$ cat src/fetch_cfg.svh
`ifndef FETCH_CFG_SVH
`define FETCH_CFG_SVH

// first fetch address once reset is released
`define FETCH_RESET_PC 32'h80000000

// word and address width
`define FETCH_XLEN 32

// instruction memory size in 32-bit words
`define IMEM_DEPTH 256

// upper bound on cycles from address accept to rvalid
`define IMEM_LAT_MAX 4

`endif

$ cat src/bus_pkg.sv
`default_nettype none
`include "fetch_cfg.svh"

package bus_pkg;

  // read channel address and data
  typedef logic [`FETCH_XLEN-1:0] bus_addr_t;
  typedef logic [`FETCH_XLEN-1:0] bus_data_t;

  // rresp encoding, only OKAY (2'b00) is ever returned
  typedef logic [1:0] axi_resp_t;

endpackage

`default_nettype wire

$ cat src/rv_pkg.sv
`default_nettype none
`include "fetch_cfg.svh"

package rv_pkg;

  // program counter and raw instruction word
  typedef logic [`FETCH_XLEN-1:0] pc_t;
  typedef logic [`FETCH_XLEN-1:0] inst_t;

  // major opcode, inst[6:0]
  typedef logic [6:0] opcode_t;

  // jal rd, imm
  localparam opcode_t OP_JAL = 7'b1101111;

endpackage

`default_nettype wire

$ cat src/axi_r_if.sv
`default_nettype none

interface axi_r_if import bus_pkg::*; ();

  // read address channel
  logic      arvalid;
  logic      arready;
  bus_addr_t araddr;

  // read data channel
  logic      rvalid;
  logic      rready;
  bus_data_t rdata;
  axi_resp_t rresp;

  modport master (
    output arvalid, araddr, rready,
    input  arready, rvalid, rdata, rresp
  );

  modport slave (
    input  arvalid, araddr, rready,
    output arready, rvalid, rdata, rresp
  );

endinterface

`default_nettype wire

$ cat src/fetch_if.sv
`default_nettype none

interface fetch_if import rv_pkg::*; ();

  logic  valid;
  logic  ready;
  pc_t   pc;
  inst_t inst;

  modport producer (
    output valid, pc, inst,
    input  ready
  );

  modport consumer (
    input  valid, pc, inst,
    output ready
  );

endinterface

`default_nettype wire

$ cat src/ifu.sv
`default_nettype none
`include "fetch_cfg.svh"

module ifu import rv_pkg::*; (
  input  wire        clk,
  input  wire        rstn,
  // next pc from the execute side
  input  wire        npc_valid,
  input  wire pc_t   npc,
  output logic       npc_ready,
  fetch_if.producer  fetch,
  axi_r_if.master    mem
);

  // low until the reset-pc fetch has been launched
  logic  started;
  // npc parked while the address channel is busy
  logic  hold_valid;
  pc_t   hold_pc;
  // pc of the address memory has accepted
  pc_t   inflight_pc;
  // returned word waiting for the output register
  logic  skid_valid;
  pc_t   skid_pc;
  inst_t skid_inst;

  logic ar_fire;
  logic r_fire;
  logic npc_fire;
  logic ar_free;
  logic out_free;

  assign ar_fire  = mem.arvalid & mem.arready;
  assign r_fire   = mem.rvalid & mem.rready;
  assign npc_fire = npc_valid & npc_ready;
  // address slot empty or handing off this cycle
  assign ar_free  = ~mem.arvalid | ar_fire;
  // output register empty or draining this cycle
  assign out_free = ~fetch.valid | fetch.ready;

  assign npc_ready  = ~hold_valid;
  assign mem.rready = ~skid_valid;

  // address channel control
  always_ff @(posedge clk) begin
    if (!rstn) begin
      started     <= 1'b0;
      mem.arvalid <= 1'b0;
      hold_valid  <= 1'b0;
    end else begin
      started <= 1'b1;
      if (!started) begin
        mem.arvalid <= 1'b1;
      end else if (ar_free) begin
        if (hold_valid) begin
          mem.arvalid <= 1'b1;
          hold_valid  <= 1'b0;
        end else begin
          mem.arvalid <= npc_fire;
        end
      end else if (npc_fire) begin
        hold_valid <= 1'b1;
      end
    end
  end

  // address payload and pc stage registers
  always_ff @(posedge clk) begin
    if (!started) begin
      mem.araddr <= `FETCH_RESET_PC;
    end else if (ar_free) begin
      if (hold_valid) begin
        mem.araddr <= hold_pc;
      end else if (npc_fire) begin
        mem.araddr <= npc;
      end
    end
    if (npc_fire && !ar_free) begin
      hold_pc <= npc;
    end
    if (ar_fire) begin
      inflight_pc <= mem.araddr;
    end
  end

  // output and skid control
  always_ff @(posedge clk) begin
    if (!rstn) begin
      fetch.valid <= 1'b0;
      skid_valid  <= 1'b0;
    end else begin
      if (skid_valid) begin
        if (out_free) begin
          fetch.valid <= 1'b1;
          skid_valid  <= 1'b0;
        end
      end else if (r_fire) begin
        if (out_free) begin
          fetch.valid <= 1'b1;
        end else begin
          skid_valid <= 1'b1;
        end
      end else if (fetch.ready) begin
        fetch.valid <= 1'b0;
      end
    end
  end

  // pc/inst pairs, skid drains first
  always_ff @(posedge clk) begin
    if (skid_valid && out_free) begin
      fetch.pc   <= skid_pc;
      fetch.inst <= skid_inst;
    end else if (r_fire && out_free) begin
      fetch.pc   <= inflight_pc;
      fetch.inst <= mem.rdata;
    end
    if (r_fire && !out_free) begin
      skid_pc   <= inflight_pc;
      skid_inst <= mem.rdata;
    end
  end

endmodule

`default_nettype wire

$ cat src/flat_wrapper.sv
// flat-port wrapper written by rule: the top's interface ports become plain ports
module ifu_flat import rv_pkg::*;
  (clk, rstn, npc_valid, npc, npc_ready, fetch_valid, fetch_pc, fetch_inst, fetch_ready, mem_arvalid, mem_araddr, mem_rready, mem_arready, mem_rvalid, mem_rdata, mem_rresp);
  fetch_if fetch_i ();
  axi_r_if mem_i ();
  input  wire clk;
  input  wire rstn;
  input  wire npc_valid;
  input  wire pc_t npc;
  output logic npc_ready;
  output wire logic [$bits(fetch_i.valid)-1:0] fetch_valid;
  output wire logic [$bits(fetch_i.pc)-1:0] fetch_pc;
  output wire logic [$bits(fetch_i.inst)-1:0] fetch_inst;
  input wire logic [$bits(fetch_i.ready)-1:0] fetch_ready;
  output wire logic [$bits(mem_i.arvalid)-1:0] mem_arvalid;
  output wire logic [$bits(mem_i.araddr)-1:0] mem_araddr;
  output wire logic [$bits(mem_i.rready)-1:0] mem_rready;
  input wire logic [$bits(mem_i.arready)-1:0] mem_arready;
  input wire logic [$bits(mem_i.rvalid)-1:0] mem_rvalid;
  input wire logic [$bits(mem_i.rdata)-1:0] mem_rdata;
  input wire logic [$bits(mem_i.rresp)-1:0] mem_rresp;
  assign fetch_valid = fetch_i.valid;
  assign fetch_pc = fetch_i.pc;
  assign fetch_inst = fetch_i.inst;
  assign fetch_i.ready = fetch_ready;
  assign mem_arvalid = mem_i.arvalid;
  assign mem_araddr = mem_i.araddr;
  assign mem_rready = mem_i.rready;
  assign mem_i.arready = mem_arready;
  assign mem_i.rvalid = mem_rvalid;
  assign mem_i.rdata = mem_rdata;
  assign mem_i.rresp = mem_rresp;
  ifu u_core (.clk(clk), .rstn(rstn), .npc_valid(npc_valid), .npc(npc), .npc_ready(npc_ready), .fetch(fetch_i), .mem(mem_i));
endmodule
$ cat config.mk
export PLATFORM = sky130hd
export DESIGN_NAME = ifu_flat
export DESIGN_NICKNAME = d
export VERILOG_FILES = /design/src/bus_pkg.sv /design/src/rv_pkg.sv /design/src/axi_r_if.sv /design/src/fetch_if.sv /design/src/ifu.sv /design/src/flat_wrapper.sv
export VERILOG_INCLUDE_DIRS = /design/src
export SDC_FILE = /design/constraint.sdc
export NUM_CORES = 1
export LEC_CHECK = 0
export BUFFER_PORTS_ARGS = -buffer_cell sky130_fd_sc_hd__buf_2
export CORE_MARGIN = 4
export CORE_UTILIZATION = 58
export CTS_CLUSTER_DIAMETER = 30
export CTS_CLUSTER_SIZE = 14
export DETAILED_ROUTE_END_ITERATION = 8
export GPL_TIMING_DRIVEN = 0
export HOLD_SLACK_MARGIN = 0.12
export PLACE_DENSITY = 0.86
export RECOVER_POWER = 50
export SETUP_SLACK_MARGIN = 0.4
export SYNTH_ARGS = -nofsm -noshare
export SYNTH_HDL_FRONTEND = slang
export SYNTH_SLANG_ARGS = --single-unit
$ cat constraint.sdc
create_clock -name clk -period 11.5 [get_ports clk]
set_clock_uncertainty 0.2 [all_clocks]
set_input_delay 0.575 -clock clk [delete_from_list [all_inputs] [get_ports clk]]
set_output_delay 0.575 -clock clk [all_outputs]
set_load 0.02 [all_outputs]
==> results of run 1 <==
[registers in the layout, summed over array words and instances (netlist names), 32 cells and up]
| name | cells |
|---|---|
| u_core.fetch.pc | 32 |
| u_core.hold_pc | 32 |
| u_core.skid_pc | 32 |
| u_core.inflight_pc | 32 |
| u_core.mem.araddr | 32 |
| u_core.fetch.inst | 32 |
| u_core.skid_inst | 32 |
[power by group]
part / total (W) / switching, W / internal [W]
combinational: 0.000158 / 0.000100 / 0.0000582
clock: 0.00113 / 0.000383 / 0.000743
sequential: 0.000970 / 0.0000209 / 0.000949
[layout make-up]
type	count	area (um2)	share of cell area
tap	180	225	0.0201
buffer	26	123	0.0110
clock buffer	47	1060	0.0946
multi-input combinational	176	1640	0.146
sequential	229	6510	0.581
timing repair buffer	242	1400	0.125
clock inverter	23	230	0.0206
inverter	3	11.3	0.00101
[metal layers]
metal | share of wire | GRT usage | wire length [um] | vias up
met5 | 0 | 0 | 0 | -
met4 | 0.034 | 0.103 | 677 | 0
met3 | 0.077 | 0.0635 | 1540 | 58
met2 | 0.51 | 0.432 | 10200 | 260
met1 | 0.38 | 0.299 | 7720 | 2513
li1 | - | - | - | 2283
[repair_timing]
item                      CTS  global route
setup buffers               0             0
hold buffers               65             0
hold endpoints to repair   65             0
[logic make-up after synthesis]
| kind of cell | synth area share |
|---|---|
| AOI/OAI and AO/OA | 0.0427 |
| buffers and inverters | 0.0192 |
| DFF | 0.785 |
| muxes | 0.124 |
| and+or+nand+nor | 0.0287 |
[per-stage QoR]
stage	std cells	total power (W)
global route	926	0.00232
CTS	926	0.00227
floorplan	434	0.00107
finish	926	0.00225
detailed placement	791	0.00113
global placement	783	0.00112
[worst max-delay path, cell delays in order (launching register included)]
cell and delay (ps):
dfxtp_1 300, clkbuf_1 460, clkbuf_1 640, inv_2 80, buf_2 200
[cells in the mapped netlist, types with 2 or more instances]
master / instances / area, um2
mux2i_1: 31 / 310
o211a_1: 31 / 310
edfxtp_1: 192 / 5770
or2_1: 2 / 12.5
buf_6: 5 / 56.3
nand2_1: 2 / 7.51
o21a_1: 2 / 15.0
buf_2: 10 / 50.1
clkbuf_1: 11 / 41.3
inv_1: 2 / 7.51
nor3b_1: 3 / 22.5
mux2_1: 64 / 721
nand3_1: 31 / 155
dfxtp_1: 37 / 741
nand2b_1: 2 / 12.5
[how the worst max path moves through the flow]
stage / slack, ps / from / to
after global routing: 8440 / u_core.hold_valid$_SDFFE_PN0P_ / npc_ready
after detailed placement: 8530 / fetch_ready / u_core.skid_pc[20]$_DFFE_PP_
after CTS: 8940 / u_core.fetch.valid$_SDFFE_PN0P_ / u_core.skid_inst[11]$_DFFE_PP_
after floorplan: 5230 / fetch_ready / u_core.skid_inst[0]$_DFFE_PP_
final: 8550 / u_core.hold_valid$_SDFFE_PN0P_ / npc_ready
after global placement: 2950 / fetch_ready / u_core.skid_pc[20]$_DFFE_PP_
==> results.py, run 1 <==
metrics = {
    "status": {
        "status": "complete, but fails checks",
        "violations": "max-capacitance violations, max-slew violations",
    },
    "layout": {
        "final_util": 0.803,
        "final_cell_area_um2": 11200,
        "nets": 788,
        "syn_to_final_growth_pct": 35.0,
        "mostFrequentLayoutCells": "192 x edfxtp_1, 169 x clkbuf_1, 65 x dlygate4sd3_1",
        "antenna_cells": 0,
        "drive_gt1_frac": 0.133,
        "n_fill_cell": 767,
        "mostFrequentLayoutCell": "edfxtp_1",
    },
    "min_path": {
        "hold_depth": 3,
        "worstHoldStart": "mem_rvalid",
        "min_path_type": "input pin to flip-flop",
        "hold_path_end": "u_core.skid_valid$_SDFF_PN0_",
    },
    "floorplan": {
        "die_area_um2": 16300,
        "coreArea_um2": 13900,
        "placementRows": 43,
        "start_util": 0.595,
        "die_x_um": 128,
        "pin_count": 172,
        "die_h_um": 128,
    },
    "critical_path": {
        "cp_max_fo": 10,
        "path_class": "flip-flop to primary output",
        "worstSetupEndpointType": "primary output",
        "reg2reg_slack_ps": 8720,
        "cp.required_ps": 10730,
        "rr_worst_depth": 1,
        "cp-start-kind": "flip-flop",
        "r2r-end": "u_core.inflight_pc[29]$_DFFE_PP_",
        "arrival_ps": 2170,
        "r2r_start": "u_core.mem.arvalid$_SDFFE_PN0P_",
    },
    "timing": {
        "hold_ws_ps": 226,
        "fmax_mhz": 339,
        "min_period_ps": 2950,
        "finalSetupViolCount": 0,
        "finalHoldViolations": 0,
        "worst_slew_pin_slew_ps": 2370,
        "fin_ws_ps": 8550,
        "tns_ps": 0,
        "finalCritPeriodShare": 0.256,
        "rsz0062_at_grt": "no",
        "slew_headroom": -0.581,
        "slew_viol_final": 33,
    },
    "drt": {
        "drtAntennaViolNets": 0,
        "first_pass_iters": 5,
        "route.detailed.drc": 0,
        "drtIter0Drc": 349,
        "wl_per_cell_um": 21.7,
        "vias_per_cell": 5.52,
        "wl_um": 20100,
        "vias": 5114,
    },
    "global_routing": {
        "grt_overflow_total": 0,
        "antenna_found_initial": 0,
        "grt_use_total": 0.250,
        "grt_pass1_vias": 5645,
        "grt_max_degree": 65,
        "grt_pass1_wl_um": 30900,
    },
    "logic_synthesis": {
        "synth-async-reset-ratio": 0,
        "syn_inst": 434,
        "synth_edf_count": 192,
        "synth.distinct_cells": 24,
        "synth_ff_type": "edfxtp_1",
        "yosys_warnings": 0,
        "synth_area_um2": 8290,
        "syn_avg_cell_area_um2": 19.1,
        "ys_ff_latch": 229,
        "synth_nets": 506,
        "synth-seq-area-share": 0.785,
    },
    "placed_design": {
        "dp_hpwl_um": 11300,
        "dpl_worst_slack_ps": 8530,
        "post_dp_cell_area_um2": 9470,
        "portBuffers": 169,
        "gp_congestion": 0.791,
    },
    "pwr": {
        "power.leakage_nw": 4.18,
        "vdd_drop_max_v": 0.000155,
        "p_per_area_nw_per_um2": 201,
    },
    "clocking": {
        "cts.htree.levels": 2,
        "root_buffer": "clkbuf_16",
        "clock_latency_ps": 510,
        "cts_resized": 0,
        "numCtsBuffers": 38,
        "cts_tree": "done",
        "clock_path_buffers": 3,
        "clk_pin_slew_ps": 50,
        "cts.sinks": 229,
    },
    "flow_run": {
        "max-cap-violations": 1,
    },
}
No activity file was read; power rests on OpenSTA's default activity.
==> run 2, diff against run 1 <==
--- a/config.mk
+++ b/config.mk
@@ -6,15 +6,16 @@
 export SDC_FILE = /design/constraint.sdc
 export NUM_CORES = 1
 export LEC_CHECK = 0
+export ABC_AREA = 1
 export BUFFER_PORTS_ARGS = -buffer_cell sky130_fd_sc_hd__buf_2
 export CORE_MARGIN = 4
-export CORE_UTILIZATION = 58
+export CORE_UTILIZATION = 49
 export CTS_CLUSTER_DIAMETER = 30
 export CTS_CLUSTER_SIZE = 14
 export DETAILED_ROUTE_END_ITERATION = 8
 export GPL_TIMING_DRIVEN = 0
 export HOLD_SLACK_MARGIN = 0.12
-export PLACE_DENSITY = 0.86
+export PLACE_DENSITY = 0.77
 export RECOVER_POWER = 50
 export SETUP_SLACK_MARGIN = 0.4
 export SYNTH_ARGS = -nofsm -noshare
==> constraint.sdc (replaced) <==
create_clock -name clk -period 2.4 [get_ports clk]
set_clock_uncertainty 0.2 [all_clocks]
set_input_delay 0.12 -clock clk [delete_from_list [all_inputs] [get_ports clk]]
set_output_delay 0.12 -clock clk [all_outputs]
set_load 0.02 [all_outputs]
==> run 2 against run 1 <==
Effect of this change: the run now ends clean; total power grew to 5.1 times the previous value; flip-flop and latch count unchanged; hold slack got worse by 84 ps; count of clock-buffer cells in the layout up 6; combinational power rose to 5.6 times the previous value; area after synthesis increased by 3.7%; sequential share of layout area is 3.4 points lower; global-route usage decreased by 5.1 points; sequential power grew to 4.8 times the previous value; routed wire length decreased by 3.5%; core utilization fell by 11 points; die area increased by 21%; largest power group unchanged.
==> results.py, run 2 <==
metrics = {
    "layout": {
        "mostFrequentLayoutCells": "294 x nand2_1, 192 x edfxtp_1, 177 x clkbuf_1",
        "antenna_cells": 0,
        "n_fill_cell": 1310,
        "mostFrequentLayoutCell": "nand2_1",
        "final_cell_area_um2": 11900,
        "nets": 1104,
        "drive_gt1_frac": 0.115,
        "syn_to_final_growth_pct": 38.3,
    },
    "logic_synthesis": {
        "synthAdderAreaFrac": 0,
        "yosys_warnings": 0,
        "synth_ff_type": "edfxtp_1",
        "synth-seq-area-share": 0.757,
        "synth_edf_count": 192,
        "synth.area.top_cells": "edfxtp_1 67%, nand2_1 13%, dfxtp_1 8.6%",
        "muxShareOfSynthArea": 0,
        "synth_top_area_cell": "edfxtp_1",
        "synth-async-reset-ratio": 0,
        "synth_xor_area_frac": 0,
        "syn_inst": 738,
        "syn_avg_cell_area_um2": 11.6,
        "synth_nets": 810,
        "ys_ff_latch": 229,
        "synth-simple-area-share": 0.200,
        "synth_area_um2": 8600,
        "synth_compound_area_frac": 0.00175,
        "synth.distinct_cells": 15,
        "yosysMostFrequentCell": "nand2_1",
        "synthTopCellsByCount": "295 x nand2_1, 192 x edfxtp_1, 66 x nand3_1",
        "synth_top_area_share": 0.671,
        "synth_top_family_by_area": "simple AND/OR/NAND/NOR gates",
    },
    "drt": {
        "drtAntennaViolNets": 0,
        "wl_per_cell_um": 15.1,
        "route.detailed.drc": 0,
        "vias_per_cell": 4.71,
        "wl_um": 19400,
        "drtIter0Drc": 362,
        "first_pass_iters": 4,
        "vias": 6068,
    },
    "critical_path": {
        "critical-path-top-delay-family": "simple AND/OR/NAND/NOR gates",
        "cp_max_fo": 16,
        "cp_slowest_stage_delay_ps": 750,
        "cp_cell_sequence": "nand2_1 > nor3_4",
        "crit_buf_inv": 0,
        "cp.required_ps": 2320,
        "worstSetupEndpointType": "flip-flop",
        "path_class": "flip-flop to flip-flop",
        "cp-start-kind": "flip-flop",
        "arrival_ps": 1830,
        "cpMaxStageDelayCell": "nor3_4",
    },
    "flow_run": {
        "max-cap-violations": 0,
    },
    "timing": {
        "fmax_mhz": 523,
        "min_period_ps": 1910,
        "rsz0062_at_grt": "no",
        "worst_slew_pin_slew_ps": 1160,
        "finalSetupViolCount": 0,
        "finalCritPeriodShare": 0.797,
        "slew_viol_final": 0,
        "finalHoldViolations": 0,
        "slew_headroom": 0.227,
        "fin_ws_ps": 487,
    },
    "global_routing": {
        "grtUsageMet3": 0.0420,
        "antenna_found_initial": 0,
        "grt_util_met1": 0.237,
        "grt_overflow_total": 0,
        "busiest_layer": "met2",
        "grt_use_total": 0.199,
        "gr-usage-met2": 0.350,
        "grt_max_degree": 33,
        "grt_pass1_wl_um": 31500,
        "grt_pass1_vias": 6230,
    },
    "clocking": {
        "numCtsBuffers": 42,
        "cts.sinks": 229,
        "cts.htree.levels": 2,
        "clock_latency_ps": 510,
        "cts_tree": "done",
        "root_buffer": "clkbuf_16",
        "clk_pin_slew_ps": 50,
        "clock_path_buffers": 3,
    },
    "pwr": {
        "p_per_area_nw_per_um2": 962,
        "vdd_drop_max_v": 0.000647,
        "power.leakage_nw": 4.85,
    },
    "placed_design": {
        "dp_hpwl_um": 12500,
        "portBuffers": 169,
        "post_dp_cell_area_um2": 9890,
        "dpl_worst_slack_ps": 106,
        "gp_congestion": 0.782,
    },
    "status": {
        "status": "completed",
    },
    "floorplan": {
        "die_area_um2": 19700,
        "die_h_um": 140,
        "placementRows": 48,
        "coreArea_um2": 17200,
        "pin_count": 172,
        "start_util": 0.499,
        "die_x_um": 140,
    },
    "min_path": {
        "min_path_type": "input pin to flip-flop",
    },
}
-- run 2: cell types whose count changed after synthesis, moves of 11 or more --
cell,change
mux2i_1,-31
nand3_1,+35
o211a_1,-31
inv_1,+35
nand2_1,+293
mux2_1,-64
nor2_1,+64
buf_2,+11
-- run 2: stage by stage --
stage / hold WS, ps / setup TNS [ps] / instances / util / power [W]
global route: 150 / 0 / 1289 / 0.690 / 0.0119
global placement: 111 / -30590 / 1132 / 0.569 / 0.00554
CTS: 127 / 0 / 1288 / 0.702 / 0.0116
detailed placement: 112 / 0 / 1136 / 0.574 / 0.00559
finish: 142 / 0 / 1289 / 0.690 / 0.0114
floorplan: -52.3 / 0 / 738 / - / 0.00524
-- run 2: path summary, 6_finish.rpt --
path	to	cells after the start	slack, ps	start
max	u_core.hold_pc[13]$_DFFE_PP_	2	490	u_core.mem.arvalid$_SDFFE_PN0P_
min	u_core.hold_pc[29]$_DFFE_PP_	2	140	npc[29]
max reg2reg	u_core.hold_pc[13]$_DFFE_PP_	2	490	u_core.mem.arvalid$_SDFFE_PN0P_
min reg2reg	u_core.skid_pc[7]$_DFFE_PP_	0	250	u_core.inflight_pc[7]$_DFFE_PP_
-- run 2: logic make-up after synthesis --
| logic type | Yosys count |
|---|---|
| buffers and inverters | 75 |
| AO/OA/AOI/OAI | 3 |
| AND/OR/NAND/NOR | 431 |
| flip-flops | 229 |
-- run 2: area by class of cell --
cell class / count / area [um2] / share of cell area
tap: 225 / 282 / 0.0237
multi-input combinational: 435 / 1790 / 0.151
timing repair buffer: 249 / 1510 / 0.127
buffer: 37 / 208 / 0.0175
inverter: 38 / 148 / 0.0124
clock buffer: 53 / 1170 / 0.0981
sequential: 229 / 6510 / 0.548
clock inverter: 23 / 275 / 0.0232
-- run 2: timing repair --
item / 4_1_cts / 5_1_grt
pin swaps: 1 / 2
gates cloned: 1 / 0
setup endpoints to repair: 32 / 62
hold buffers: 75 / 0
gates resized for setup: 1 / 0
setup buffers: 0 / 2
endpoints found under the hold margin: 197 / 0
-- run 2: power breakdown --
group	switching, W	internal, W
Combinational	0.000586	0.000302
Sequential	0.000102	0.00458
Clock	0.00189	0.00398
-- run 2: metal layers --
metal,up-vias,part of all wire
li1,3049,-
met1,2763,0.41
met2,210,0.50
met3,46,0.059
met4,0,0.028
met5,-,0
