<file path="config.mk">
export PLATFORM = sky130hd
export DESIGN_NAME = next_pc_unit_flat
export DESIGN_NICKNAME = d
export VERILOG_FILES = /design/src/rv_pkg.sv /design/src/fetch_if.sv /design/src/next_pc_unit.sv /design/src/flat_wrapper.sv
export VERILOG_INCLUDE_DIRS = /design/src
export SDC_FILE = /design/constraint.sdc
export NUM_CORES = 1
export LEC_CHECK = 0
export ABC_AREA = 1
export BUFFER_PORTS_ARGS = -buffer_cell sky130_fd_sc_hd__buf_2
export CORE_MARGIN = 8
export CORE_UTILIZATION = 55
export DETAILED_ROUTE_END_ITERATION = 16
export PLACE_DENSITY = 0.82
export SETUP_SLACK_MARGIN = 0.05
export SYNTH_ARGS = -nofsm -noshare
export SYNTH_HDL_FRONTEND = slang
export SYNTH_SLANG_ARGS = --single-unit
</file>
<file path="constraint.sdc">
create_clock -name clk -period 5.6 [get_ports clk]
set_input_delay 0.56 -clock clk [delete_from_list [all_inputs] [get_ports clk]]
set_output_delay 0.56 -clock clk [all_outputs]
set_load 0.02 [all_outputs]
</file>
<file path="src/fetch_cfg.svh">
`ifndef FETCH_CFG_SVH
`define FETCH_CFG_SVH

// first fetch address once reset is released
`define FETCH_RESET_PC 32'h80000000

// word and address width
`define FETCH_XLEN 32

// instruction memory size in 32-bit words
`define IMEM_DEPTH 256

// upper bound on cycles from address accept to rvalid
`define IMEM_LAT_MAX 4

`endif

</file>
<file path="src/rv_pkg.sv">
`default_nettype none
`include "fetch_cfg.svh"

package rv_pkg;

  // program counter and raw instruction word
  typedef logic [`FETCH_XLEN-1:0] pc_t;
  typedef logic [`FETCH_XLEN-1:0] inst_t;

  // major opcode, inst[6:0]
  typedef logic [6:0] opcode_t;

  // jal rd, imm
  localparam opcode_t OP_JAL = 7'b1101111;

endpackage

`default_nettype wire

</file>
<file path="src/fetch_if.sv">
`default_nettype none

interface fetch_if import rv_pkg::*; ();

  logic  valid;
  logic  ready;
  pc_t   pc;
  inst_t inst;

  modport producer (
    output valid, pc, inst,
    input  ready
  );

  modport consumer (
    input  valid, pc, inst,
    output ready
  );

endinterface

`default_nettype wire

</file>
<file path="src/next_pc_unit.sv">
`default_nettype none

module next_pc_unit import rv_pkg::*; (
  input  wire        clk,
  input  wire        rstn,
  fetch_if.consumer  fetch,
  // retire stream
  output logic       retire_valid,
  output pc_t        retire_pc,
  output inst_t      retire_inst,
  input  wire        retire_ready,
  // next pc back to the fetch unit
  output logic       npc_valid,
  output pc_t        npc,
  input  wire        npc_ready
);

  typedef enum logic [1:0] {
    S_TAKE,
    S_RETIRE,
    S_NPC
  } state_t;

  state_t  state;
  pc_t     pc_q;
  inst_t   inst_q;
  pc_t     npc_q;
  opcode_t opcode;
  pc_t     j_imm;
  pc_t     next_pc;

  assign opcode = fetch.inst[6:0];

  // J-type immediate, sign from inst[31], bit 0 always zero
  assign j_imm = {{($bits(pc_t) - 21){fetch.inst[31]}}, fetch.inst[31],
                  fetch.inst[19:12], fetch.inst[20], fetch.inst[30:21], 1'b0};

  assign next_pc = (opcode == OP_JAL) ? fetch.pc + j_imm : fetch.pc + pc_t'(4);

  assign fetch.ready  = (state == S_TAKE);
  assign retire_valid = (state == S_RETIRE);
  assign npc_valid    = (state == S_NPC);

  assign retire_pc   = pc_q;
  assign retire_inst = inst_q;
  assign npc         = npc_q;

  // one instruction in the loop at a time
  always_ff @(posedge clk) begin
    if (!rstn) begin
      state <= S_TAKE;
    end else begin
      case (state)
        S_TAKE:   if (fetch.valid) state <= S_RETIRE;
        S_RETIRE: if (retire_ready) state <= S_NPC;
        S_NPC:    if (npc_ready) state <= S_TAKE;
        default:  state <= S_TAKE;
      endcase
    end
  end

  always_ff @(posedge clk) begin
    if (fetch.valid && fetch.ready) begin
      pc_q   <= fetch.pc;
      inst_q <= fetch.inst;
      npc_q  <= next_pc;
    end
  end

endmodule

`default_nettype wire

</file>
<file path="src/flat_wrapper.sv">
// flat-port wrapper written by rule: the top's interface ports become plain ports
module next_pc_unit_flat import rv_pkg::*;
  (clk, rstn, retire_valid, retire_pc, retire_inst, retire_ready, npc_valid, npc, npc_ready, fetch_valid, fetch_pc, fetch_inst, fetch_ready);
  fetch_if fetch_i ();
  input  wire clk;
  input  wire rstn;
  output logic retire_valid;
  output pc_t retire_pc;
  output inst_t retire_inst;
  input  wire retire_ready;
  output logic npc_valid;
  output pc_t npc;
  input  wire npc_ready;
  input wire logic [$bits(fetch_i.valid)-1:0] fetch_valid;
  input wire logic [$bits(fetch_i.pc)-1:0] fetch_pc;
  input wire logic [$bits(fetch_i.inst)-1:0] fetch_inst;
  output wire logic [$bits(fetch_i.ready)-1:0] fetch_ready;
  assign fetch_i.valid = fetch_valid;
  assign fetch_i.pc = fetch_pc;
  assign fetch_i.inst = fetch_inst;
  assign fetch_ready = fetch_i.ready;
  next_pc_unit u_core (.clk(clk), .rstn(rstn), .fetch(fetch_i), .retire_valid(retire_valid), .retire_pc(retire_pc), .retire_inst(retire_inst), .retire_ready(retire_ready), .npc_valid(npc_valid), .npc(npc), .npc_ready(npc_ready));
endmodule
</file>
==> results of run 1 <==
-- area by class of cell --
cell class,instances,area [um2]
Tap cell,143,179
Inverter,137,515
Clock buffer,10,229
Fill cell,982,3680
Clock inverter,6,75.1
Timing Repair Buffer,169,851
Multi-Input combinational cell,574,2900
Sequential cell,97,2890
-- power groups by stage --
stage	registers (mW)	clock network, mW	logic (mW)
global route	0.876	0.667	0.498
floorplan	0.955	0	0.222
finish	0.872	0.635	0.452
global placement	0.885	0	0.443
detailed placement	0.888	0	0.446
CTS	0.873	0.640	0.450
-- how the worst min path moves through the flow --
stage                             end  slack (ns)  cells past startpoint       startpoint
2_1_floorplan         u_core.state[1]        0.61                      3  u_core.state[0]
3_3_place_gp          u_core.state[1]        0.54                      3  u_core.state[0]
3_5_place_dp          u_core.state[1]        0.54                      3  u_core.state[0]
4_1_cts        u_core.retire_inst[10]        0.38                      1   fetch_inst[10]
5_1_grt        u_core.retire_inst[10]        0.37                      1   fetch_inst[10]
6_report       u_core.retire_inst[10]        0.38                      1   fetch_inst[10]
-- through the flow --
step	util	hold slack, ns	cell area, um2
floorplan	-	0.606	6340
global placement	0.648	0.540	7340
detailed placement	0.648	0.545	7340
CTS	0.675	0.375	7640
global route	0.675	0.375	7640
finish	0.675	0.382	7640
-- worst register-to-register path, stage by stage (launching register included) --
cell and delay (ns):
sky130_fd_sc_hd__dfxtp_1 0.33, sky130_fd_sc_hd__nor2_1 0.15, sky130_fd_sc_hd__nand2_1 0.11, sky130_fd_sc_hd__clkinv_2 0.58, sky130_fd_sc_hd__buf_4 0.65
-- kinds of logic after synthesis --
kind of cell    count (synthesis)  share of synthesized area
simple gates                  448                      0.303
buf+inv                       144                     0.0866
flops                          97                      0.456
compound gates                 72                     0.0596
fa+ha+maj                      32                     0.0643
xor+xnor                       22                     0.0304
-- per-layer routing --
layer | track usage | vias up | wire length (um)
li1 | - | 2977 | -
met1 | 0.306 | 2699 | 7410
met2 | 0.414 | 267 | 8930
met3 | 0.0420 | 29 | 1970
met4 | 0.110 | 0 | 465
met5 | 0 | - | 0
-- synthesized netlist by cell type, types with 7 or more instances --
cell type / count / share of area
sky130_fd_sc_hd__nand2_1: 281 / 0.17
sky130_fd_sc_hd__inv_1: 134 / 0.079
sky130_fd_sc_hd__edfxtp_1: 95 / 0.45
sky130_fd_sc_hd__nor2_1: 69 / 0.041
sky130_fd_sc_hd__nand3_1: 55 / 0.043
sky130_fd_sc_hd__a21oi_1: 34 / 0.027
sky130_fd_sc_hd__ha_1: 31 / 0.061
sky130_fd_sc_hd__o21ai_0: 26 / 0.021
sky130_fd_sc_hd__xor2_1: 15 / 0.021
sky130_fd_sc_hd__nand4_1: 11 / 0.011
sky130_fd_sc_hd__nor3_1: 7 / 0.0055
sky130_fd_sc_hd__xnor2_1: 7 / 0.0097
-- registers in the layout, indices dropped and copies added, names as in the netlist --
signal              count
u_core.npc             32
u_core.retire_inst     32
u_core.retire_pc       31
u_core.state            2
==> impl_metrics.toml, run 1 <==
[synthesis]
syn_nets = 916
synth_flop_cell = "sky130_fd_sc_hd__edfxtp_1"
syn_area_um2 = 6340
synth_edf_count = 95
yosysWarningCount = 0
sequential_cell_area_fraction_in_the_yosys_report = 0.456
synth_area_per_cell_um2 = 7.78
ys_types = 34
synthesis.instances = 815
ys_async_sr_fraction = 0
ys_seq_elements = 97

[clock_tree]
cts.repair_timing.setup_buffer_count = 0
worst_setup_hold_path_clk_slew_ns = 0.07
clock-sinks = 97
clockRootBuffer = "sky130_fd_sc_hd__clkbuf_16"
tritoncts = "yes"
cts_buffers = 9
cts-htree-levels = 3
cts_hold_buf = 0
cts_buffer_depth = 2
postCtsResizedCells = 0
clk-insertion-delay-late_ns = 0.35

[setup_path]
crit_path_cell_trace = "buf_2, ha_1, inv_1, fa_1, inv_1, nand3_1, nand3_1, nand3_1, nand3_1, nand2_1, nand2_1, nand2_1, nand3_1, nand2_1"
critPathLaunch = "fetch_pc[1]"
cpMostUsedCell = "sky130_fd_sc_hd__nand3_1"
timing.critical_path.required_ns = 5.72
r2r_setup_slack_ns = 3.39
slowest_stage_delay_on_critical_path_ns = 0.40
critPathKind = "input port to flop"
critPathLaunchType = "input port"
crit_path_top_delay_cell = "sky130_fd_sc_hd__fa_1"
r2r-start = "u_core.state[1]"
regToRegEndpoint = "u_core.retire_inst[3]"
cp.arrival_ns = 2.37
end_kind = "flop"
path_max_fanout = 4
path_depth = 14
timing.reg2reg.worst_path_depth = 4
bufs_and_invs_on_worst_path = 3
worstSetupEndpoint = "u_core.npc[29]"
crit_family = "simple AND/OR/NAND/NOR gates"

[layout]
num-nets-final = 1089
mostFrequentLayoutCells = "sky130_fd_sc_hd__nand2_1, sky130_fd_sc_hd__buf_2, sky130_fd_sc_hd__inv_1"
layout-drive-gt1-share = 0.207
area.growth.synth_to_final_pct = 20.5
antenna-diode-count = 0
mostFrequentLayoutCell = "sky130_fd_sc_hd__nand2_1"
number_of_non_filler_instances_in_the_completed_layout = 1136

[power_and_ir_drop]
vdd.ir_drop.worst_mv = 0.235
clock_power_share = 0.324
cell_internal_pwr_mw = 1.35
finalPower_mw = 1.96
powerDensity_nw_per_um2 = 256
netSwitchingPower_mw = 0.607
p_leak_nw = 3.89
seq_power_share = 0.445
sw_frac_of_total = 0.310
share_comb_of_total_power = 0.231

[detailed_routing]
wl_per_cell_um = 16.5
wl_mm = 18.8
drt_iter0_markers = 610
remaining_drc_errors = 0
detail_route.first_pass.iterations = 5
via_per_inst = 5.26
dr_total_vias = 5972
detail-route-antenna-nets = 0

[timing]
setup_tns_ns = 0
fmaxAchievable_mhz = 443
worst_pin_slew_ns = 0.820
finalWorstSetupSlack_ns = 3.34
timing.final.max_slew_violations = 0
post-route-min-period_ns = 2.26
timing.final.hold_violations = 0
rsz_0062_raised_after_global_routing = "false"
fin_skew_ns = 0.00747
slew-limit-headroom = 0.453
final.period_utilization = 0.403
report.final.setup_viol = 0

[die]
core_area_um2 = 11300
die_area_um2 = 15200
die_w_um = 123
die_height_um = 123
num_io_pins = 168
initial_core_util = 0.560
floorplan.rows = 39

[global_route]
grt_start_max_net_pins = 50
antenna_found_initial = 0
gr-total-overflow = 0
overall_global_routing_resource_usage = 0.246
grt_first_pass_wirelength_mm = 28.5
first_global_vias = 5681

[place]
dpl_wire_length_mm = 15.0
count_of_buffers_inserted_at_the_top_level_ports = 167
place_inst = 1120
dp_worst_setup_slack_ns = 3.02
gp_routability_congestion = 0.931

[flow_run]
max_cap_viol_count = 0

[worst_hold_path]
worstHoldPathType = "input port to flop"

[outcome]
status = "complete, no violations"
No activity file was read; power rests on OpenSTA's default activity.
==> inputs of run 2 (changes only) <==
CORE_UTILIZATION = 54   (was 55)
PLACE_DENSITY = 0.81   (was 0.82)
clock period = 2.2 ns   (was 5.6 ns; I/O delays follow)
==> impl_metrics.toml, run 2 (synthesis gave the netlist of run 1 again) <==
[timing]
finalWorstSetupSlack_ns = 0.405
fmaxAchievable_mhz = 557
timing.final.max_slew_violations = 0
fin_skew_ns = 0.00956
rsz_0062_raised_after_global_routing = "false"
worst_pin_slew_ns = 0.551
setup_tns_ns = 0
final.period_utilization = 0.816
report.final.setup_viol = 0
post-route-min-period_ns = 1.79
timing.final.hold_violations = 0
slew-limit-headroom = 0.632
whs_ns = 0.0324

[layout]
mostFrequentLayoutCells = "sky130_fd_sc_hd__nand2_1, sky130_fd_sc_hd__buf_2, sky130_fd_sc_hd__inv_1"
area.growth.synth_to_final_pct = 22.1
multi_input_comb_area_um2 = 2910
mostFrequentLayoutCell = "sky130_fd_sc_hd__nand2_1"
layout-drive-gt1-share = 0.219
num-nets-final = 1099
filler_cell_count = 1007
stdcell_area_um2 = 7740
layout.area.seq_um2 = 2900

[die]
core_area_um2 = 11400
floorplan.rows = 39
die_area_um2 = 15500
num_io_pins = 168
die_w_um = 124
initial_core_util = 0.555
die_height_um = 124

[worst_hold_path]
timing.hold.worst_endpoint = "u_core.retire_inst[9]"
hp-start = "fetch_inst[9]"
timing.hold.worst_path_depth = 1
worstHoldPathType = "input port to flop"

[global_route]
grt_first_pass_wirelength_mm = 30.5
first_global_vias = 5980
overall_global_routing_resource_usage = 0.245
gr-total-overflow = 0
antenna_found_initial = 1
grt_start_max_net_pins = 65

[detailed_routing]
wl_mm = 19.5
detail-route-antenna-nets = 0
via_per_inst = 5.38
detail_route.first_pass.iterations = 5
wl_per_cell_um = 17.0
remaining_drc_errors = 0
dr_total_vias = 6173
drt_iter0_markers = 527

[setup_path]
r2r-start = "u_core.state[1]"
critPathKind = "input port to flop"
timing.critical_path.required_ns = 2.27
regToRegEndpoint = "u_core.retire_pc[19]"
cp.arrival_ns = 1.87
critPathLaunchType = "input port"
r2r_setup_slack_ns = 0.82
path_max_fanout = 4
timing.reg2reg.worst_path_depth = 4
end_kind = "flop"

[clock_tree]
clockRootBuffer = "sky130_fd_sc_hd__clkbuf_16"
tritoncts = "yes"
worst_setup_hold_path_clk_slew_ns = 0.07
cts_hold_buf = 0
cts-htree-levels = 3
clock-sinks = 97
postCtsResizedCells = 0
cts_buffer_depth = 2
clk-insertion-delay-late_ns = 0.36
cts_buffers = 9
cts.repair_timing.setup_buffer_count = 0

[power_and_ir_drop]
p_leak_nw = 3.95
finalPower_mw = 5.05
powerDensity_nw_per_um2 = 652
vdd.ir_drop.worst_mv = 0.623

[place]
dp_worst_setup_slack_ns = 0.0748
dpl_wire_length_mm = 15.5
gp_routability_congestion = 0.959
placed_area_um2 = 7440
count_of_buffers_inserted_at_the_top_level_ports = 167

[outcome]
status = "complete, no violations"

[flow_run]
max_cap_viol_count = 0
run 2: worst max-delay path by stage:
stage,startpoint,end,slack (ns)
finish,fetch_pc[1],u_core.npc[11],0.41
global route,fetch_pc[1],u_core.npc[17],0.23
CTS,fetch_pc[1],u_core.npc[29],0.42
detailed placement,fetch_pc[1],u_core.npc[29],0.07
global placement,fetch_pc[1],u_core.npc[29],0.12
floorplan,u_core.state[1],u_core.npc[0],-0.07
run 2: cell type report:
type                            count  share of cell area
Multi-Input combinational cell    574               0.376
Sequential cell                    97               0.374
Timing Repair Buffer              179               0.121
Inverter                          137              0.0669
Clock buffer                       10              0.0296
Tap cell                          143              0.0231
Clock inverter                      6             0.00937
Antenna cell                        1            0.000323
run 2: power by group:
| part | switching (mW) | internal [mW] |
|---|---|---|
| logic | 0.817 | 0.373 |
| clock network | 0.742 | 0.899 |
| registers | 0.0334 | 2.19 |
| total | 1.59 | 3.46 |
run 2: routing by layer:
metal	GRT usage	wire, um	vias up
li1	-	-	3000
met1	0.300	7900	2814
met2	0.414	9400	327
met3	0.0477	1790	32
met4	0.103	448	0
met5	0	0	-
run 2: stage by stage:
stage / instances / util
2_1_floorplan: 815 / -
3_3_place_gp: 1130 / 0.652
3_5_place_dp: 1130 / 0.652
4_1_cts: 1146 / 0.678
5_1_grt: 1147 / 0.678
6_report: 1147 / 0.678
run 2: worst max-delay path, cell delays in order:
cell	delay, ns
sky130_fd_sc_hd__buf_2	0.11
sky130_fd_sc_hd__ha_1	0.22
sky130_fd_sc_hd__inv_1	0.09
sky130_fd_sc_hd__fa_1	0.40
sky130_fd_sc_hd__inv_1	0.10
sky130_fd_sc_hd__nand3_1	0.08
sky130_fd_sc_hd__nand3_1	0.20
sky130_fd_sc_hd__a21oi_1	0.11
sky130_fd_sc_hd__o21ai_1	0.15
sky130_fd_sc_hd__o21ai_0	0.19
==> inputs of run 3 (changes only) <==
CORE_UTILIZATION = 49   (was 54)
PLACE_DENSITY = 0.77   (was 0.81)
clock period = 1.6 ns   (was 2.2 ns; I/O delays follow)
==> impl_metrics.toml, run 3 (synthesis gave the netlist of run 1 again) <==
[detailed_routing]
detail_route.first_pass.iterations = 5
wl_per_cell_um = 17.4
wl_mm = 22.5
remaining_drc_errors = 0
via_per_inst = 5.19
drt_iter0_markers = 688
dr_total_vias = 6722
detail-route-antenna-nets = 0

[setup_path]
timing.critical_path.required_ns = 1.71
crit_path_cell_trace = "buf_8, ha_4, inv_2, fa_2, inv_2, nand3_4, nand3_4, nand3_4, nand3_4, buf_6, nand2_4, nand2_1, nand2_1, nand3_2, nand2_1"
path_max_fanout = 3
crit_family = "simple AND/OR/NAND/NOR gates"
bufs_and_invs_on_worst_path = 4
slowest_stage_delay_on_critical_path_ns = 0.34
cpMostUsedCell = "sky130_fd_sc_hd__nand3_4"
critPathKind = "input port to flop"
critPathLaunchType = "input port"
r2r-start = "u_core.state[1]"
r2r_setup_slack_ns = 0.33
timing.reg2reg.worst_path_depth = 4
critPathLaunch = "fetch_inst[21]"
regToRegEndpoint = "u_core.retire_inst[31]"
cp.arrival_ns = 1.60
crit_path_top_delay_cell = "sky130_fd_sc_hd__fa_2"
end_kind = "flop"

[timing]
rsz_0062_raised_after_global_routing = "true"
whs_ns = 0.00518
fmaxAchievable_mhz = 668
slew-limit-headroom = 0.812
timing.final.max_slew_violations = 0
final.period_utilization = 0.935
worst_pin_slew_ns = 0.280
fin_skew_ns = 0.00641
report.final.setup_viol = 0
timing.final.hold_violations = 0
post-route-min-period_ns = 1.50

[die]
die_height_um = 130
num_io_pins = 168
core_area_um2 = 12600
initial_core_util = 0.503
die_area_um2 = 16800
floorplan.rows = 41
die_w_um = 130

[power_and_ir_drop]
seq_power_share = 0.407
p_leak_nw = 4.58
sw_frac_of_total = 0.319
clock_power_share = 0.303
cell_internal_pwr_mw = 5.10
vdd.ir_drop.worst_mv = 0.678
share_comb_of_total_power = 0.290
powerDensity_nw_per_um2 = 804
netSwitchingPower_mw = 2.39
finalPower_mw = 7.49

[clock_tree]
cts_buffers = 9
cts-htree-levels = 3
cts_buffer_depth = 2
clk-insertion-delay-late_ns = 0.36
clock-sinks = 97
clockRootBuffer = "sky130_fd_sc_hd__clkbuf_16"
tritoncts = "yes"
worst_setup_hold_path_clk_slew_ns = 0.07

[place]
dpl_wire_length_mm = 16.9
place_inst = 1264
count_of_buffers_inserted_at_the_top_level_ports = 167
gp_routability_congestion = 0.969

[layout]
final_core_utilization = 0.738
mostFrequentLayoutCells = "sky130_fd_sc_hd__nand2_1, sky130_fd_sc_hd__buf_2, sky130_fd_sc_hd__inv_1"
mostFrequentLayoutCell = "sky130_fd_sc_hd__nand2_1"
layout-drive-gt1-share = 0.375
antenna-diode-count = 0
area.growth.synth_to_final_pct = 46.8
number_of_non_filler_instances_in_the_completed_layout = 1296
num-nets-final = 1220

[flow_run]
max_cap_viol_count = 0

[global_route]
gr-total-overflow = 0
grt_start_max_net_pins = 49
overall_global_routing_resource_usage = 0.250
first_global_vias = 6321
antenna_found_initial = 0
grt_first_pass_wirelength_mm = 32.3

[worst_hold_path]
worstHoldPathType = "input port to flop"
timing.hold.worst_endpoint = "u_core.retire_inst[6]"
timing.hold.worst_path_depth = 1
hp-start = "fetch_inst[6]"

[outcome]
status = "complete, no violations"
==> run 3: cell types whose count changed in the layout (fill, tap and decap cells not counted), sizes merged <==
cell	change
buf	+106
dlygate4sd3	+15
diode	-1
==> run 3: repair_timing <==
item,CTS,global route
gates resized for setup,5,103
pin swaps,0,12
endpoints found under the hold margin,13,2
hold buffers,13,2
setup endpoints to repair,5,23
buffers inserted,0,1
==> run 3: through the flow <==
step | setup TNS (ns) | instance area, um2 | setup slack [ns]
6_report | 0 | 9310 | 0.104
5_1_grt | 0 | 9310 | 0.0116
4_1_cts | 0 | 8790 | 0.0363
3_5_place_dp | -7.10 | 8330 | -0.429
3_3_place_gp | -6.61 | 8330 | -0.458
2_1_floorplan | -63.20 | 6410 | -0.665
==> run 3: cell type report <==
| cell class | count | area, um2 |
|---|---|---|
| Clock buffer | 10 | 229 |
| Clock inverter | 6 | 75.1 |
| Fill cell | 946 | 3310 |
| Inverter | 137 | 518 |
| Multi-Input combinational cell | 574 | 3450 |
| Sequential cell | 97 | 2900 |
| Tap cell | 172 | 215 |
| Timing Repair Buffer | 300 | 1930 |
==> run 3: power by group through the flow <==
stage	sequential, mW	combinational, mW	clock, mW
floorplan	3.34	0.795	0
global placement	3.10	1.84	0
detailed placement	3.11	1.87	0
CTS	3.05	1.91	2.29
global route	3.06	2.34	2.38
finish	3.05	2.17	2.27
==> run 3: layer usage <==
metal	vias up	track usage	part of all wire
met4	0	0.0649	0.021
met5	-	0	0
li1	3226	-	-
met2	336	0.425	0.48
met1	3121	0.320	0.40
met3	39	0.0498	0.10
==> run 3: worst max-delay path by stage <==
| stage | to | slack, ns | depth (start not counted) |
|---|---|---|---|
| 3_3_place_gp | u_core.npc[30] | -0.46 | 12 |
| 2_1_floorplan | u_core.npc[0] | -0.67 | 3 |
| 4_1_cts | u_core.npc[30] | 0.04 | 12 |
| 5_1_grt | u_core.npc[25] | 0.01 | 12 |
| 3_5_place_dp | u_core.npc[30] | -0.43 | 12 |
| 6_report | u_core.npc[21] | 0.10 | 15 |
==> run 3: worst reg2reg max path, cell delays in order (launching register included) <==
cell and delay [ns]:
sky130_fd_sc_hd__dfxtp_2 0.34, sky130_fd_sc_hd__nor2_4 0.11, sky130_fd_sc_hd__nand2_2 0.08, sky130_fd_sc_hd__clkinvlp_4 0.12, sky130_fd_sc_hd__buf_12 0.27
